===== src/hdl/csi2_tx_consts.svh =====
`ifndef CSI2_TX_CONSTS_SVH
`define CSI2_TX_CONSTS_SVH

// Protocol delays, all in byte clocks
`define TINIT_WAIT_CYCLES       4
`define HS_PULSE_CYCLES         6
`define SP_EN_DELAY_CYCLES      7
`define LP_EN_DELAY_CYCLES      7
`define EXPOSURE_CYCLES         20

// Long packet word counts
`define PIXEL_LINE_BYTES        20     // Whole RAW10 groups on both lanes
`define EMBEDDED_LINE_BYTES     10
`define LINES_PER_FRAME         4

// CSI-2 data types
`define DT_FRAME_START          6'h00
`define DT_FRAME_END            6'h01
`define DT_EMBEDDED             6'h12
`define DT_RAW10                6'h2B

// Embedded data line content
`define EMB_FORMAT_CODE         8'h0A
`define EMB_END_CODE            8'h07
`define EMB_PAD_BYTE            8'h55

`define FRAME_COUNT_MAX         65534
`define NUM_DELAY_TIMERS        5

`endif


===== src/hdl/csi2_tx_pkg.sv =====
`include "csi2_tx_consts.svh"

package csi2_tx_pkg;

	typedef logic [9:0]  pixel_t;
	typedef logic [7:0]  byte_t;
	typedef logic [5:0]  data_type_t;
	typedef logic [15:0] word_count_t;
	typedef logic [11:0] line_count_t;

	// One Bayer 2x2 cell
	typedef struct packed {
		pixel_t r;
		pixel_t gr;
		pixel_t gb;
		pixel_t b;
	} bayer_quad_t;

	typedef struct packed {
		byte_t lane1;
		byte_t lane0;
	} lane_bytes_t;

	// Header fields handed to the transmitter core, VC fixed at 0
	typedef struct packed {
		data_type_t  dt;
		word_count_t wc;
	} csi2_pkt_hdr_t;

	typedef enum logic {
		LP_EMBEDDED,
		LP_PIXEL
	} lp_type_e;

	// Index into the delay timer bank
	typedef enum logic [$clog2(`NUM_DELAY_TIMERS)-1:0] {
		DLY_TINIT,
		DLY_HS,
		DLY_SP,
		DLY_LP,
		DLY_EXPOSURE
	} delay_sel_e;

	typedef enum logic [4:0] {
		S_WAIT_PLL,
		S_WAIT_TINIT,
		S_WAIT_START,
		S_SETTLE,
		S_FIRST_C2D,     // First frame, no exposure
		S_FRAME_GAP,     // Between frames
		S_EXPOSE,
		S_WAIT_C2D_LP,
		S_WAIT_C2D_FE,
		S_HS_PULSE,
		S_WAIT_HS_RDY,
		S_PKT_DLY,
		S_SP_STROBE,
		S_LP_STROBE,
		S_WAIT_PYLD,
		S_PYLD_START,
		S_PAYLOAD
	} seq_state_e;

	typedef enum logic [2:0] {
		GEAR_BYTE1,
		GEAR_BYTE2,
		GEAR_BYTE3,
		GEAR_BYTE4,
		GEAR_BYTE5
	} gear_state_e;

endpackage


===== src/hdl/csi2_frame_sequencer.sv =====
`timescale 1ns/1ps
`include "csi2_tx_consts.svh"

module csi2_frame_sequencer import csi2_tx_pkg::*; (
	input  logic                         ctrl_tx_byte_clk_i,
	input  logic                         ctrl_tx_reset_i,
	input  logic                         pll_lock_i,
	input  logic                         tinit_done_i,
	input  logic                         start_stream_i,
	input  logic                         c2d_ready_i,
	input  logic                         d_hs_rdy_i,
	input  logic                         ld_pyld_i,
	input  logic [`NUM_DELAY_TIMERS-1:0] dly_done_i,
	input  logic                         payload_done_i,
	output logic [`NUM_DELAY_TIMERS-1:0] dly_start_o,
	output logic                         hs_en_o,
	output logic                         sp_en_o,
	output logic                         lp_en_o,
	output csi2_pkt_hdr_t                pkt_hdr_o,
	output logic                         payload_start_o,
	output lp_type_e                     lp_type_o,
	output logic                         line_odd_o,
	output line_count_t                  line_num_o
);

	localparam line_count_t LAST_LINE = line_count_t'(`LINES_PER_FRAME - 1);
	localparam word_count_t FRAME_MAX = word_count_t'(`FRAME_COUNT_MAX);
	localparam word_count_t EMB_WC    = word_count_t'(`EMBEDDED_LINE_BYTES);
	localparam word_count_t PIX_WC    = word_count_t'(`PIXEL_LINE_BYTES);

	seq_state_e    state_q;
	word_count_t   frame_cnt_q;
	line_count_t   line_num_q;
	logic          line_odd_q;
	lp_type_e      lp_type_q;
	logic          emb_second_q;    // Second embedded line in flight
	logic          short_pkt_q;     // Current packet is FS or FE
	logic          frame_end_q;
	csi2_pkt_hdr_t hdr_q;

	// Timer starts are held for as long as the state waits on them
	always_comb begin
		dly_start_o               = '0;
		dly_start_o[DLY_TINIT]    = (state_q == S_SETTLE);
		dly_start_o[DLY_HS]       = (state_q == S_HS_PULSE);
		dly_start_o[DLY_SP]       = (state_q == S_PKT_DLY) && short_pkt_q;
		dly_start_o[DLY_LP]       = (state_q == S_PKT_DLY) && !short_pkt_q;
		dly_start_o[DLY_EXPOSURE] = (state_q == S_EXPOSE);
	end

	assign hs_en_o         = (state_q == S_HS_PULSE);
	assign sp_en_o         = (state_q == S_SP_STROBE);
	assign lp_en_o         = (state_q == S_LP_STROBE);
	assign payload_start_o = (state_q == S_PYLD_START);
	assign pkt_hdr_o       = hdr_q;
	assign lp_type_o       = lp_type_q;
	assign line_odd_o      = line_odd_q;
	assign line_num_o      = line_num_q;

	always_ff @(posedge ctrl_tx_byte_clk_i or negedge ctrl_tx_reset_i) begin
		if (!ctrl_tx_reset_i) begin
			state_q      <= S_WAIT_PLL;
			frame_cnt_q  <= word_count_t'(1);
			line_num_q   <= '0;
			line_odd_q   <= 1'b0;
			lp_type_q    <= LP_EMBEDDED;
			emb_second_q <= 1'b0;
			short_pkt_q  <= 1'b0;
			frame_end_q  <= 1'b0;
			hdr_q        <= '0;
		end else begin
			case (state_q)
				S_WAIT_PLL: begin
					if (pll_lock_i) state_q <= S_WAIT_TINIT;
				end
				S_WAIT_TINIT: begin
					if (tinit_done_i) state_q <= S_WAIT_START;
				end
				S_WAIT_START: begin
					if (start_stream_i) begin
						frame_cnt_q <= word_count_t'(1);  // New stream restarts numbering
						state_q     <= S_SETTLE;
					end
				end
				S_SETTLE: begin
					if (dly_done_i[DLY_TINIT]) state_q <= S_FIRST_C2D;
				end
				S_FIRST_C2D: begin
					if (c2d_ready_i) begin
						short_pkt_q <= 1'b1;
						frame_end_q <= 1'b0;
						state_q     <= S_HS_PULSE;
					end
				end
				// Only place where a stream stop is taken
				S_FRAME_GAP: begin
					if (!start_stream_i) begin
						state_q <= S_WAIT_TINIT;
					end else if (c2d_ready_i) begin
						frame_cnt_q <= (frame_cnt_q == FRAME_MAX) ?
							word_count_t'(1) : frame_cnt_q + 1'b1;
						short_pkt_q <= 1'b1;
						frame_end_q <= 1'b0;
						state_q     <= S_EXPOSE;
					end
				end
				S_EXPOSE: begin
					if (dly_done_i[DLY_EXPOSURE]) state_q <= S_HS_PULSE;
				end
				S_WAIT_C2D_LP: begin
					if (c2d_ready_i) begin
						short_pkt_q <= 1'b0;
						state_q     <= S_HS_PULSE;
					end
				end
				S_WAIT_C2D_FE: begin
					if (c2d_ready_i) begin
						short_pkt_q <= 1'b1;
						frame_end_q <= 1'b1;
						state_q     <= S_HS_PULSE;
					end
				end
				S_HS_PULSE: begin
					if (dly_done_i[DLY_HS]) state_q <= S_WAIT_HS_RDY;
				end
				S_WAIT_HS_RDY: begin
					if (d_hs_rdy_i) begin
						if (short_pkt_q) begin
							hdr_q.dt <= frame_end_q ? `DT_FRAME_END : `DT_FRAME_START;
							hdr_q.wc <= frame_cnt_q;
						end else if (lp_type_q == LP_EMBEDDED) begin
							hdr_q.dt <= `DT_EMBEDDED;
							hdr_q.wc <= EMB_WC;
						end else begin
							hdr_q.dt <= `DT_RAW10;
							hdr_q.wc <= PIX_WC;
						end
						// Frame start rewinds the line bookkeeping
						if (short_pkt_q && !frame_end_q) begin
							lp_type_q    <= LP_EMBEDDED;
							emb_second_q <= 1'b0;
							line_num_q   <= '0;
							line_odd_q   <= 1'b0;
						end
						state_q <= S_PKT_DLY;
					end
				end
				S_PKT_DLY: begin
					if (short_pkt_q && dly_done_i[DLY_SP]) begin
						state_q <= S_SP_STROBE;
					end else if (!short_pkt_q && dly_done_i[DLY_LP]) begin
						state_q <= S_LP_STROBE;
					end
				end
				S_SP_STROBE: begin
					state_q <= frame_end_q ? S_FRAME_GAP : S_WAIT_C2D_LP;
				end
				S_LP_STROBE: begin
					state_q <= S_WAIT_PYLD;
				end
				S_WAIT_PYLD: begin
					if (!ld_pyld_i) state_q <= S_PYLD_START;  // One spare cycle follows
				end
				S_PYLD_START: begin
					state_q <= S_PAYLOAD;
				end
				S_PAYLOAD: begin
					if (payload_done_i) begin
						if (lp_type_q == LP_EMBEDDED) begin
							if (emb_second_q) lp_type_q <= LP_PIXEL;
							emb_second_q <= 1'b1;
							state_q      <= S_WAIT_C2D_LP;
						end else if (line_num_q == LAST_LINE) begin
							state_q <= S_WAIT_C2D_FE;
						end else begin
							line_num_q <= line_num_q + 1'b1;
							line_odd_q <= !line_odd_q;   // R/Gr and Gb/B alternate
							state_q    <= S_WAIT_C2D_LP;
						end
					end
				end
				default: begin
					state_q <= S_WAIT_PLL;
				end
			endcase
		end
	end

	// The payload engine only finishes a line that the FSM is waiting on
	a_done_in_payload: assert property (
		@(posedge ctrl_tx_byte_clk_i) disable iff (!ctrl_tx_reset_i)
		payload_done_i |-> (state_q == S_PAYLOAD)
	);

endmodule


===== src/hdl/csi2_tx_ctrl_top.sv =====
`timescale 1ns/1ps
`include "csi2_tx_consts.svh"

module csi2_tx_ctrl_top import csi2_tx_pkg::*; (
	input  logic          ctrl_tx_byte_clk_i,
	input  logic          ctrl_tx_reset_i,
	input  logic          ctrl_tx_pll_lock_i,
	input  logic          ctrl_tx_tinit_done_i,
	input  logic          ctrl_tx_start_stream_i,
	input  logic          ctrl_tx_c2d_ready_i,
	input  logic          ctrl_tx_d_hs_rdy_i,
	input  logic          ctrl_tx_ld_pyld_i,
	input  bayer_quad_t   ctrl_tx_pixel_i,
	output logic          ctrl_tx_clk_hs_en_o,
	output logic          ctrl_tx_d_hs_en_o,
	output logic          ctrl_tx_sp_en_o,
	output logic          ctrl_tx_lp_en_o,
	output logic          ctrl_tx_byte_data_en_o,
	output csi2_pkt_hdr_t ctrl_tx_pkt_hdr_o,
	output lane_bytes_t   ctrl_tx_byte_data_o,
	output line_count_t   ctrl_tx_line_num_o
);

	logic [`NUM_DELAY_TIMERS-1:0] dly_start;
	logic [`NUM_DELAY_TIMERS-1:0] dly_done;
	logic                         hs_en;
	logic                         payload_start;
	logic                         payload_done;
	lp_type_e                     lp_type;
	logic                         line_odd;

	// Clock and data lanes enter HS together
	assign ctrl_tx_clk_hs_en_o = hs_en;
	assign ctrl_tx_d_hs_en_o   = hs_en;

	csi2_frame_sequencer u_seq (
		.ctrl_tx_byte_clk_i (ctrl_tx_byte_clk_i),
		.ctrl_tx_reset_i    (ctrl_tx_reset_i),
		.pll_lock_i         (ctrl_tx_pll_lock_i),
		.tinit_done_i       (ctrl_tx_tinit_done_i),
		.start_stream_i     (ctrl_tx_start_stream_i),
		.c2d_ready_i        (ctrl_tx_c2d_ready_i),
		.d_hs_rdy_i         (ctrl_tx_d_hs_rdy_i),
		.ld_pyld_i          (ctrl_tx_ld_pyld_i),
		.dly_done_i         (dly_done),
		.payload_done_i     (payload_done),
		.dly_start_o        (dly_start),
		.hs_en_o            (hs_en),
		.sp_en_o            (ctrl_tx_sp_en_o),
		.lp_en_o            (ctrl_tx_lp_en_o),
		.pkt_hdr_o          (ctrl_tx_pkt_hdr_o),
		.payload_start_o    (payload_start),
		.lp_type_o          (lp_type),
		.line_odd_o         (line_odd),
		.line_num_o         (ctrl_tx_line_num_o)
	);

	for (genvar i = 0; i < `NUM_DELAY_TIMERS; i++) begin : g_dly
		// HS enable spans delay + 2 cycles in the sequencer
		localparam int DLY_CYCLES =
			(i == int'(DLY_TINIT)) ? `TINIT_WAIT_CYCLES :
			(i == int'(DLY_HS))    ? `HS_PULSE_CYCLES - 2 :
			(i == int'(DLY_SP))    ? `SP_EN_DELAY_CYCLES :
			(i == int'(DLY_LP))    ? `LP_EN_DELAY_CYCLES :
			`EXPOSURE_CYCLES;

		dphy_delay_timer #(
			.DELAY_CYCLES (DLY_CYCLES)
		) u_timer (
			.ctrl_tx_byte_clk_i (ctrl_tx_byte_clk_i),
			.ctrl_tx_reset_i    (ctrl_tx_reset_i),
			.start_i            (dly_start[i]),
			.done_o             (dly_done[i])
		);
	end

	lp_payload_engine u_payload (
		.ctrl_tx_byte_clk_i (ctrl_tx_byte_clk_i),
		.ctrl_tx_reset_i    (ctrl_tx_reset_i),
		.payload_start_i    (payload_start),
		.lp_type_i          (lp_type),
		.line_odd_i         (line_odd),
		.pixel_i            (ctrl_tx_pixel_i),
		.byte_data_en_o     (ctrl_tx_byte_data_en_o),
		.byte_data_o        (ctrl_tx_byte_data_o),
		.payload_done_o     (payload_done)
	);

endmodule


===== src/hdl/dphy_delay_timer.sv =====
`timescale 1ns/1ps

module dphy_delay_timer #(
	parameter int DELAY_CYCLES = 4
) (
	input  logic ctrl_tx_byte_clk_i,
	input  logic ctrl_tx_reset_i,
	input  logic start_i,
	output logic done_o
);

	localparam int CW = $clog2(DELAY_CYCLES + 2);

	logic [CW-1:0] cnt_q;

	always_ff @(posedge ctrl_tx_byte_clk_i or negedge ctrl_tx_reset_i) begin
		if (!ctrl_tx_reset_i) begin
			cnt_q  <= CW'(DELAY_CYCLES);
			done_o <= 1'b0;
		end else begin
			if (!start_i) begin
				cnt_q <= CW'(DELAY_CYCLES);     // Reload while idle
			end else if (cnt_q != '0) begin
				cnt_q <= cnt_q - 1'b1;
			end
			done_o <= start_i && (cnt_q == '0);
		end
	end

	// Done only rises once start has been held over the whole delay
	a_done_after_start: assert property (
		@(posedge ctrl_tx_byte_clk_i) disable iff (!ctrl_tx_reset_i)
		$rose(done_o) |-> $past(start_i) && $past(start_i, DELAY_CYCLES + 1)
	);

endmodule


===== src/hdl/lp_payload_engine.sv =====
`timescale 1ns/1ps
`include "csi2_tx_consts.svh"

module lp_payload_engine import csi2_tx_pkg::*; (
	input  logic        ctrl_tx_byte_clk_i,
	input  logic        ctrl_tx_reset_i,
	input  logic        payload_start_i,
	input  lp_type_e    lp_type_i,
	input  logic        line_odd_i,
	input  bayer_quad_t pixel_i,
	output logic        byte_data_en_o,
	output lane_bytes_t byte_data_o,
	output logic        payload_done_o
);

	// Two bytes per cycle across the lanes
	localparam word_count_t EMB_LAST = word_count_t'(`EMBEDDED_LINE_BYTES / 2 - 1);
	localparam word_count_t PIX_LAST = word_count_t'(`PIXEL_LINE_BYTES / 2 - 1);

	lp_type_e    lp_type_q;
	logic        line_odd_q;
	logic        active_q;
	word_count_t cycle_q;
	word_count_t last_cycle;
	lane_bytes_t emb_bytes;
	lane_bytes_t pix_bytes;

	assign last_cycle = (lp_type_q == LP_EMBEDDED) ? EMB_LAST : PIX_LAST;

	always_ff @(posedge ctrl_tx_byte_clk_i or negedge ctrl_tx_reset_i) begin
		if (!ctrl_tx_reset_i) begin
			active_q   <= 1'b0;
			cycle_q    <= '0;
			lp_type_q  <= LP_EMBEDDED;
			line_odd_q <= 1'b0;
		end else if (payload_start_i) begin
			active_q   <= 1'b1;
			cycle_q    <= '0;
			lp_type_q  <= lp_type_i;      // Held for the whole line
			line_odd_q <= line_odd_i;
		end else if (active_q) begin
			if (cycle_q == last_cycle) begin
				active_q <= 1'b0;
			end
			cycle_q <= cycle_q + 1'b1;
		end
	end

	// Format code first, pad byte last, end codes between
	assign emb_bytes.lane0 = (cycle_q == '0) ? `EMB_FORMAT_CODE : `EMB_END_CODE;
	assign emb_bytes.lane1 = (cycle_q == EMB_LAST) ? `EMB_PAD_BYTE : `EMB_END_CODE;

	raw10_lane_packer u_packer (
		.ctrl_tx_byte_clk_i (ctrl_tx_byte_clk_i),
		.ctrl_tx_reset_i    (ctrl_tx_reset_i),
		.advance_i          (active_q),
		.line_odd_i         (line_odd_q),
		.pixel_i            (pixel_i),
		.lane_o             (pix_bytes)
	);

	assign byte_data_o    = (lp_type_q == LP_EMBEDDED) ? emb_bytes : pix_bytes;
	assign byte_data_en_o = active_q;
	assign payload_done_o = active_q && (cycle_q == last_cycle);

	// The sequencer must wait for the previous line to drain
	a_no_overlap: assert property (
		@(posedge ctrl_tx_byte_clk_i) disable iff (!ctrl_tx_reset_i)
		payload_start_i |-> !byte_data_en_o
	);

endmodule


===== src/hdl/raw10_lane_packer.sv =====
`timescale 1ns/1ps

module raw10_lane_packer import csi2_tx_pkg::*; (
	input  logic        ctrl_tx_byte_clk_i,
	input  logic        ctrl_tx_reset_i,
	input  logic        advance_i,
	input  logic        line_odd_i,
	input  bayer_quad_t pixel_i,
	output lane_bytes_t lane_o
);

	gear_state_e gear_q;
	gear_state_e gear_d;
	pixel_t      pix_a;
	pixel_t      pix_b;
	byte_t       low_bits;

	// Even lines carry R/Gr, odd lines Gb/B
	assign pix_a = line_odd_i ? pixel_i.gb : pixel_i.r;
	assign pix_b = line_odd_i ? pixel_i.b : pixel_i.gr;

	// Group is a, b, a, b so pixel n low bits sit at [2n+1:2n]
	assign low_bits = {pix_b[1:0], pix_a[1:0], pix_b[1:0], pix_a[1:0]};

	// Gear names the stream byte that lands on lane0 this cycle
	always_comb begin
		gear_d       = GEAR_BYTE1;
		lane_o.lane0 = pix_a[9:2];
		lane_o.lane1 = pix_b[9:2];
		case (gear_q)
			GEAR_BYTE1: begin
				gear_d = GEAR_BYTE3;
			end
			GEAR_BYTE3: begin
				gear_d = GEAR_BYTE5;
			end
			GEAR_BYTE5: begin
				lane_o.lane0 = low_bits;
				lane_o.lane1 = pix_a[9:2];     // First byte of next group
				gear_d       = GEAR_BYTE2;
			end
			GEAR_BYTE2: begin
				lane_o.lane0 = pix_b[9:2];
				lane_o.lane1 = pix_a[9:2];
				gear_d       = GEAR_BYTE4;
			end
			GEAR_BYTE4: begin
				lane_o.lane0 = pix_b[9:2];
				lane_o.lane1 = low_bits;
				gear_d       = GEAR_BYTE1;
			end
			default: begin
				gear_d = GEAR_BYTE1;
			end
		endcase
	end

	always_ff @(posedge ctrl_tx_byte_clk_i or negedge ctrl_tx_reset_i) begin
		if (!ctrl_tx_reset_i) begin
			gear_q <= GEAR_BYTE1;
		end else begin
			gear_q <= advance_i ? gear_d : GEAR_BYTE1;
		end
	end

endmodule


===== config.mk =====
export PLATFORM = sky130hd
export DESIGN_NAME = csi2_tx_ctrl_top
export DESIGN_NICKNAME = d
export VERILOG_FILES = /design/src/hdl/csi2_tx_pkg.sv /design/src/hdl/csi2_frame_sequencer.sv /design/src/hdl/csi2_tx_ctrl_top.sv /design/src/hdl/dphy_delay_timer.sv /design/src/hdl/lp_payload_engine.sv /design/src/hdl/raw10_lane_packer.sv
export VERILOG_INCLUDE_DIRS = /design/src /design/src/hdl
export SDC_FILE = /design/constraint.sdc
export NUM_CORES = 1
export LEC_CHECK = 0
export BUFFER_PORTS_ARGS = -buffer_cell sky130_fd_sc_hd__buf_2
export CAP_MARGIN = 30
export CORE_ASPECT_RATIO = 0.5
export CORE_UTILIZATION = 45
export DETAILED_ROUTE_END_ITERATION = 7
export GPL_ROUTABILITY_DRIVEN = 0
export GPL_TIMING_DRIVEN = 1
export MAX_ROUTING_LAYER = met4
export PLACE_DENSITY = 0.66
export SLEW_MARGIN = 5
export SYNTH_ARGS = -nofsm -noshare
export SYNTH_HDL_FRONTEND = slang
export SYNTH_SLANG_ARGS = --single-unit
export TNS_END_PERCENT = 1

===== constraint.sdc =====
create_clock -name ctrl_tx_byte_clk_i -period 4.4 [get_ports ctrl_tx_byte_clk_i]
set_input_delay 0.88 -clock ctrl_tx_byte_clk_i [delete_from_list [all_inputs] [get_ports ctrl_tx_byte_clk_i]]
set_output_delay 0.88 -clock ctrl_tx_byte_clk_i [all_outputs]
set_load 0.1 [all_outputs]

==> summary.txt, run 1 <==
Clock tree
  – Clock Tree Buf Depth: 2
  – Worst-Skew Late Latency: roughly 0.35 ns
  – CTS tree: yes
  – CTS Buf Count: 9
  – Post_cts resized: 0
  – Root Driver: clkbuf_16
  – Setup Fix Bufs, Post-CTS: 0
  – CTS Sinks: about 100
  – # H-tree levels: 3
  – Post-CTS Hold Buffers: 0
  – Worst-path clk slew: 0.07 ns

Setup path
  – Worst Setup Start Kind: flip-flop
  – Critical Path AT: 2.68 ns
  – CP startpoint: u_payload.u_packer.gear_q[1]
  – CP Data Required Time: between 3 and 4 ns
  – Worst r2r src: u_seq.state_q[2]
  – Setup CP Type: reg2out
  – Cells along the critical path: or3b_2, nand2_1, o22ai_1, or3b_2, buf_2
  – Top cell by count, worst path: or3b_2
  – Max incr delay on CP: about 0.56 ns
  – Crit-path slowest cell: or3b_2
  – Reg2reg path depth: 5
  – Setup crit end kind: output port
  – Worst-path fanout max: 14

Die
  – DIE AREA: 14,200 µm²
  – Initial core utilization: 47.4%
  – Die Wd: 167 µm
  – IO Pins: ~100
  – Die height: roughly 85 µm
  – Core area: 13,000 µm²
  – Core Rows: 29

Cells and area
  – Core Util, Final: 54.2%
  – Final net count: 828
  – Post-route cell area: 7040 µm²
  – Area grow syn2layout: 14.3%
  – ANT cells: 0
  – Layout cell share with drive strength beyond 1: between 20% and 30%

Timing
  – Max Transition Viols Final: 0
  – Least-Margin Pin Slew: roughly 1 ns
  – Part of the cycle the worst path needs: 81.0%
  – Setup_tns: 0 ns
  – Clk_skew: 0.00849 ns
  – Tmin final: around 3.6 ns
  – RSZ-0062 raised after global routing: no
  – Final hold vios: 0
  – Relative slew slack: 32.5%
  – Final setup fails: 0
  – FMAX: between 0.2 and 0.3 GHz

GRT
  – Gr usage total: 21.7%
  – Number of global-route vias before repair: around 4,800
  – First-pass GRT wire length: 24,100 µm
  – Initial antenna violation count: 0
  – GR Overflow Total: 0
  – Largest net degree at the start of global routing: 59

Power
  – Power Density: 685 nW/µm²
  – Worst vdd ir: 0.412 mV
  – Lkg Pwr: 0.00312 µW

Detailed routing
  – Initial DRC Count: 406
  – Vias/cell: 5.68
  – DR DRC count: 0
  – Via Count: between 5,000 and 6,000
  – Post-route ant nets: 0
  – Total Wirelength: 14,300 µm
  – Routed len/inst: 15.2 µm
  – Pre-Repair DR Iteration Count: 4

Place
  – DP HPWL: between 10,000 and 15,000 µm
  – Port Buffers: 101
  – DP Area: a little under 7000 µm²

Synth
  – Post-synthesis xor/xnor area fraction: 2.99%
  – Sequential area share after synthesis: 42.5%
  – Adder-Cell Fraction of Synth Area: under 10%
  – Largest family of logic cells by synthesized area: simple AND/OR/NAND/NOR gates
  – Post-synthesis net count: 752
  – Top post-synthesis cells by count: 93 x dfrtp_1, 80 x nand2_1, 59 x nor2_1
  – Mean area per synthesized cell: ~8.9 µm²
  – Multiplexer share of the synthesized area: around 5.7%
  – Yosys cell types: 68
  – #FFs+latches synth: 104
  – Mapped cell area: 6160 µm²
  – Largest cells by area after synthesis: dfrtp_1 38%, nand2_1 4.9%, dfstp_2 4.7%
  – Yosys top cell by area: dfrtp_1
  – Synth Flop Type: dfrtp_1
  – Yosys synthesis warning count: 0
  – Synth Instances: 689
  – Number of flops mapped to enable cells by yosys: 0
  – Top-count cell post-synth: dfrtp_1
  – Post-Synth Simple-Gate Area: 23.5%
  – Share of the synthesized area in the top cell type: 37.8%
  – Share of flip-flops with an asynchronous set or reset: 100%
  – Compound-Gate Fraction of Synth Area: between 10% and 20%

Hold path
  – Worst Hold Class: reg2reg
  – Hold Crit Depth: 2
  – HP Start: u_seq.pkt_hdr_o[7]

Outcome
  – Status: completed

Flow run
  – Max cap viols: 0
-- report_power, final --
group	internal [µW]	switching (µW)	total (µW)
Combinational	686	1840	2520
Clock	392	377	769
Sequential	1170	364	1530
Total	2240	2580	4820
-- cell families (layout without fill, tap and decap cells) --
family          Yosys count  after routing
simple gates            285            285
fa+ha+maj                15             15
buf+inv                  74            155
compound gates          155            155
mux                      34             34
flops                   104            104
xor+xnor                 21             21
other cells               1              1
-- metrics by stage --
| stage | power (µW) | std cells | hold WS [ns] | setup WS (ns) |
|---|---|---|---|---|
| 2_1_floorplan | 3600 | 689 | 0.446 | 0.489 |
| 3_3_place_gp | 4010 | 923 | 0.460 | 1.24 |
| 3_5_place_dp | 4040 | 923 | 0.465 | 1.24 |
| 4_1_cts | 4820 | 939 | 0.481 | 0.860 |
| 5_1_grt | 5100 | 940 | 0.491 | 0.736 |
| 6_report | 4820 | 940 | 0.477 | 0.838 |
-- worst paths after layout --
kind / end / slack [ns]
max: ctrl_tx_byte_data_o[10] / 0.84
min: u_seq.pkt_hdr_o[7] / 0.48
max reg2reg: u_seq.frame_cnt_q[3] / 1.67
min reg2reg: u_seq.pkt_hdr_o[7] / 0.48
max in group asynchronous: g_dly[3].u_timer.cnt_q[2] / 2.94
min in group asynchronous: g_dly[2].u_timer.cnt_q[3] / 0.56
-- cells in the final DEF (no fill, tap or decap), types with 5 or more instances in the layout --
master and count:
mux2_2 9, nand2_1 80, dfrtp_1 93, buf_2 100, o22ai_1 15, o31ai_1 12, a21oi_1 18, buf_4 6
a211oi_1 9, ha_1 15, and3_1 7, inv_1 32, mux2i_1 25, nor2b_1 10, a41oi_1 5, nand4_1 8
a31oi_1 14, nand3_1 39, and2_1 5, xnor2_1 12, or3_1 8, nor3_1 17, nand2b_1 13, nor2_1 59
dfstp_2 11, nor3b_1 7, nor4_1 6, clkbuf_16 9, o21ai_0 43, a211o_1 5, xor2_1 9
-- area by class of cell --
class,instances,area [µm²]
clock buffers,10,229
clock inverters,6,53.8
fillers,1201,5950
inverters,32,120
multi-input cells,511,3230
flip-flops and latches,104,2620
well taps,170,213
repair buffers,107,573
-- registers in the layout, indices dropped and copies added, names as in the netlist, 3 cells and up --
register	flops
u_seq.pkt_hdr_o	20
g_dly.u_timer.cnt_q	19
u_payload.cycle_q	16
u_seq.frame_cnt_q	16
u_seq.line_num_o	12
g_dly.u_timer.done_o	5
u_seq.state_q	5
u_payload.u_packer.gear_q	3
-- worst max-delay path: cells and delay by family (launching register included) --
| family | cells | cell delay, ns |
|---|---|---|
| AOI/OAI and AO/OA | 1 | 0.15 |
| and+or+nand+nor | 3 | 1.42 |
| DFF | 1 | 0.45 |
| buffers and inverters | 1 | 0.30 |
-- per-layer routing --
layer	track usage [%]	share of wire (%)	up-vias
li1	-	-	2633
met1	30.0	50	2568
met2	32.6	44	123
met3	4.43	4.6	14
met4	5.17	1.1	0
met5	-	0	-
(Power assumes the default switching activity.)
==> run 2: changes to the inputs <==
==> constraint.sdc (replaced) <==
create_clock -name ctrl_tx_byte_clk_i -period 3.65 [get_ports ctrl_tx_byte_clk_i]
set_input_delay 0.73 -clock ctrl_tx_byte_clk_i [delete_from_list [all_inputs] [get_ports ctrl_tx_byte_clk_i]]
set_output_delay 0.73 -clock ctrl_tx_byte_clk_i [all_outputs]
set_load 0.1 [all_outputs]
==> run 2 against run 1 <==
Compared with the run above: clock skew barely moved; global-route usage grew 0.15 points; power grew 20%; combinational power grew 19%; first-iteration DRC count is 0.74% lower; via count fell by 1.2%; critical endpoint unchanged.
==> summary.txt, run 2 (synthesis results as in run 1) <==
Outcome
  – Status: completed

Cells and area
  – Core Util, Final: 54.1%
  – Fillers: 1,234
  – Final net count: 828
  – Max FFs per register: 20
  – Layout cell share with drive strength beyond 1: between 20% and 30%
  – ANT cells: 0
  – Post-route cell area: 7030 µm²
  – Most frequent cells in the layout: 100 x buf_2, 93 x dfrtp_1, 80 x nand2_1
  – Area grow syn2layout: 14.1%
  – Finished Layout Cells: 940
  – Commonest non-fill, non-tap cell in the layout: buf_2

Timing
  – Clk_skew: 0.00840 ns
  – Max Transition Viols Final: 0
  – Slack of the critical path: 0.175 ns
  – Final hold vios: 0
  – Least-Margin Pin Slew: around 0.80 ns
  – RSZ-0062 raised after global routing: no
  – Tmin final: 3.47 ns
  – Final setup fails: 0
  – Relative slew slack: 46.3%
  – FMAX: about 0.29 GHz
  – Part of the cycle the worst path needs: roughly 95%

Clock tree
  – CTS Sinks: roughly 100
  – Post-CTS Hold Buffers: 0
  – Worst-path clk slew: 0.07 ns
  – CTS tree: yes
  – Root Driver: clkbuf_16
  – Post_cts resized: 0
  – Worst-Skew Late Latency: approximately 0.35 ns
  – Clock Tree Buf Depth: 2
  – # H-tree levels: 3
  – Setup Fix Bufs, Post-CTS: 0
  – CTS Buf Count: 9

Power
  – Combinational Power Share: 51.8%
  – Power Density: 825 nW/µm²
  – Worst vdd ir: 0.453 mV
  – Switching Share: 53.7%
  – Int Pwr: between 2000 and 3000 µW
  – Total Power: between 5000 and 6000 µW
  – Seq pwr share: 32.3%
  – Clock power frac: 15.9%
  – Lkg Pwr: roughly 0.0031 µW
  – Sw power: 3110 µW

Detailed routing
  – Routed len/inst: 15.3 µm
  – Total Wirelength: between 10,000 and 15,000 µm
  – Vias/cell: 5.61
  – DR DRC count: 0
  – Pre-Repair DR Iteration Count: 5
  – Post-route ant nets: 0
  – Initial DRC Count: 403
  – Via Count: 5,276

Flow run
  – Max cap viols: 0

Die
  – Core area: 13,000 µm²
  – Core Rows: 29
  – IO Pins: 103
  – Die Wd: 167 µm
  – Initial core utilization: 47.4%
  – Die height: 84.7 µm
  – DIE AREA: 14,200 µm²

Place
  – Placed cell count: ~920
  – Port Buffers: 101
  – DP HPWL: 10,200 µm
  – DP Area: 6750 µm²
  – Pre-CTS setup slack: approximately 0.6 ns

GRT
  – Largest net degree at the start of global routing: 58
  – Gr usage total: 21.8%
  – First-pass GRT wire length: 24,500 µm
  – GR Overflow Total: 0
  – Initial antenna violation count: 0
  – Number of global-route vias before repair: 4,975

Setup path
  – Top cell by count, worst path: or3b_2
  – Max incr delay on CP: 0.57 ns
  – Worst-path fanout max: 14
  – Critical Path AT: around 2.7 ns
  – Cell family with most CP delay: simple AND/OR/NAND/NOR gates
  – Setup CP Type: reg2out
  – CP Data Required Time: 2.92 ns
  – Crit-path slowest cell: or3b_2
  – Worst Setup Start Kind: flip-flop
  – Setup crit end kind: output port
  – Worst path bufs/invs: 1
  – Cells along the critical path: or3b_2, nand2_1, o22ai_1, or3b_2, buf_2

Hold path
  – Worst Hold Class: in2async
-- run 2: final cells by class --
cell class	count	area [µm²]	share of cell area, %
clock inverter	6	51.3	0.730
clock buffer	10	229	3.26
timing repair buffer	107	566	8.05
multi-input combinational	511	3230	46.0
inverter	32	120	1.71
sequential	104	2620	37.2
tap	170	213	3.03
-- run 2: per-layer routing --
metal | share of wire (%) | routed length (µm) | GRT usage [%] | vias to the layer above
met5 | 0 | 0 | - | -
met4 | 0.67 | 96 | 4.25 | 0
met3 | 3.9 | 556 | 4.01 | 9
met2 | 45 | 6500 | 32.9 | 105
met1 | 50 | 7210 | 30.7 | 2532
li1 | - | - | - | 2630
-- run 2: power groups by stage --
stage | combinational [µW] | sequential [µW] | clock [µW]
CTS | 3010 | 1860 | 945
finish | 3010 | 1870 | 922
floorplan | 2050 | 2300 | 0
global route | 3210 | 1920 | 990
detailed placement | 3000 | 1880 | 0
global placement | 2970 | 1870 | 0
-- run 2: worst paths after layout --
| check | start | end | slack [ns] | cells after the start |
|---|---|---|---|---|
| max reg2reg | u_seq.state_q[3] | u_seq.line_num_o[10] | 1.01 | 5 |
| min in group ctrl_tx_byte_clk_i | u_seq.pkt_hdr_o[0] | u_seq.pkt_hdr_o[0] | 0.47 | 2 |
| max | u_payload.u_packer.gear_q[1] | ctrl_tx_byte_data_o[10] | 0.18 | 5 |
| max in group asynchronous | ctrl_tx_reset_i | g_dly[4].u_timer.cnt_q[2] | 2.50 | 2 |
| min | ctrl_tx_reset_i | g_dly[0].u_timer.cnt_q[1] | 0.39 | 1 |
| min reg2reg | u_seq.pkt_hdr_o[0] | u_seq.pkt_hdr_o[0] | 0.47 | 2 |
-- run 2: worst reg2reg max path: stages, from the launching register on --
cell and delay, ns:
dfrtp_1 0.58, nor2_1 0.33, nand3_1 0.47, or3_1 0.74, or3_1 0.38, nand3_1 0.08
-- run 2: per-stage QoR --
step / hold slack [ns] / setup TNS, ns
floorplan: 0.434 / -0.111
global placement: 0.458 / 0
detailed placement: 0.462 / 0
CTS: 0.418 / 0
global route: 0.447 / 0
finish: 0.392 / 0
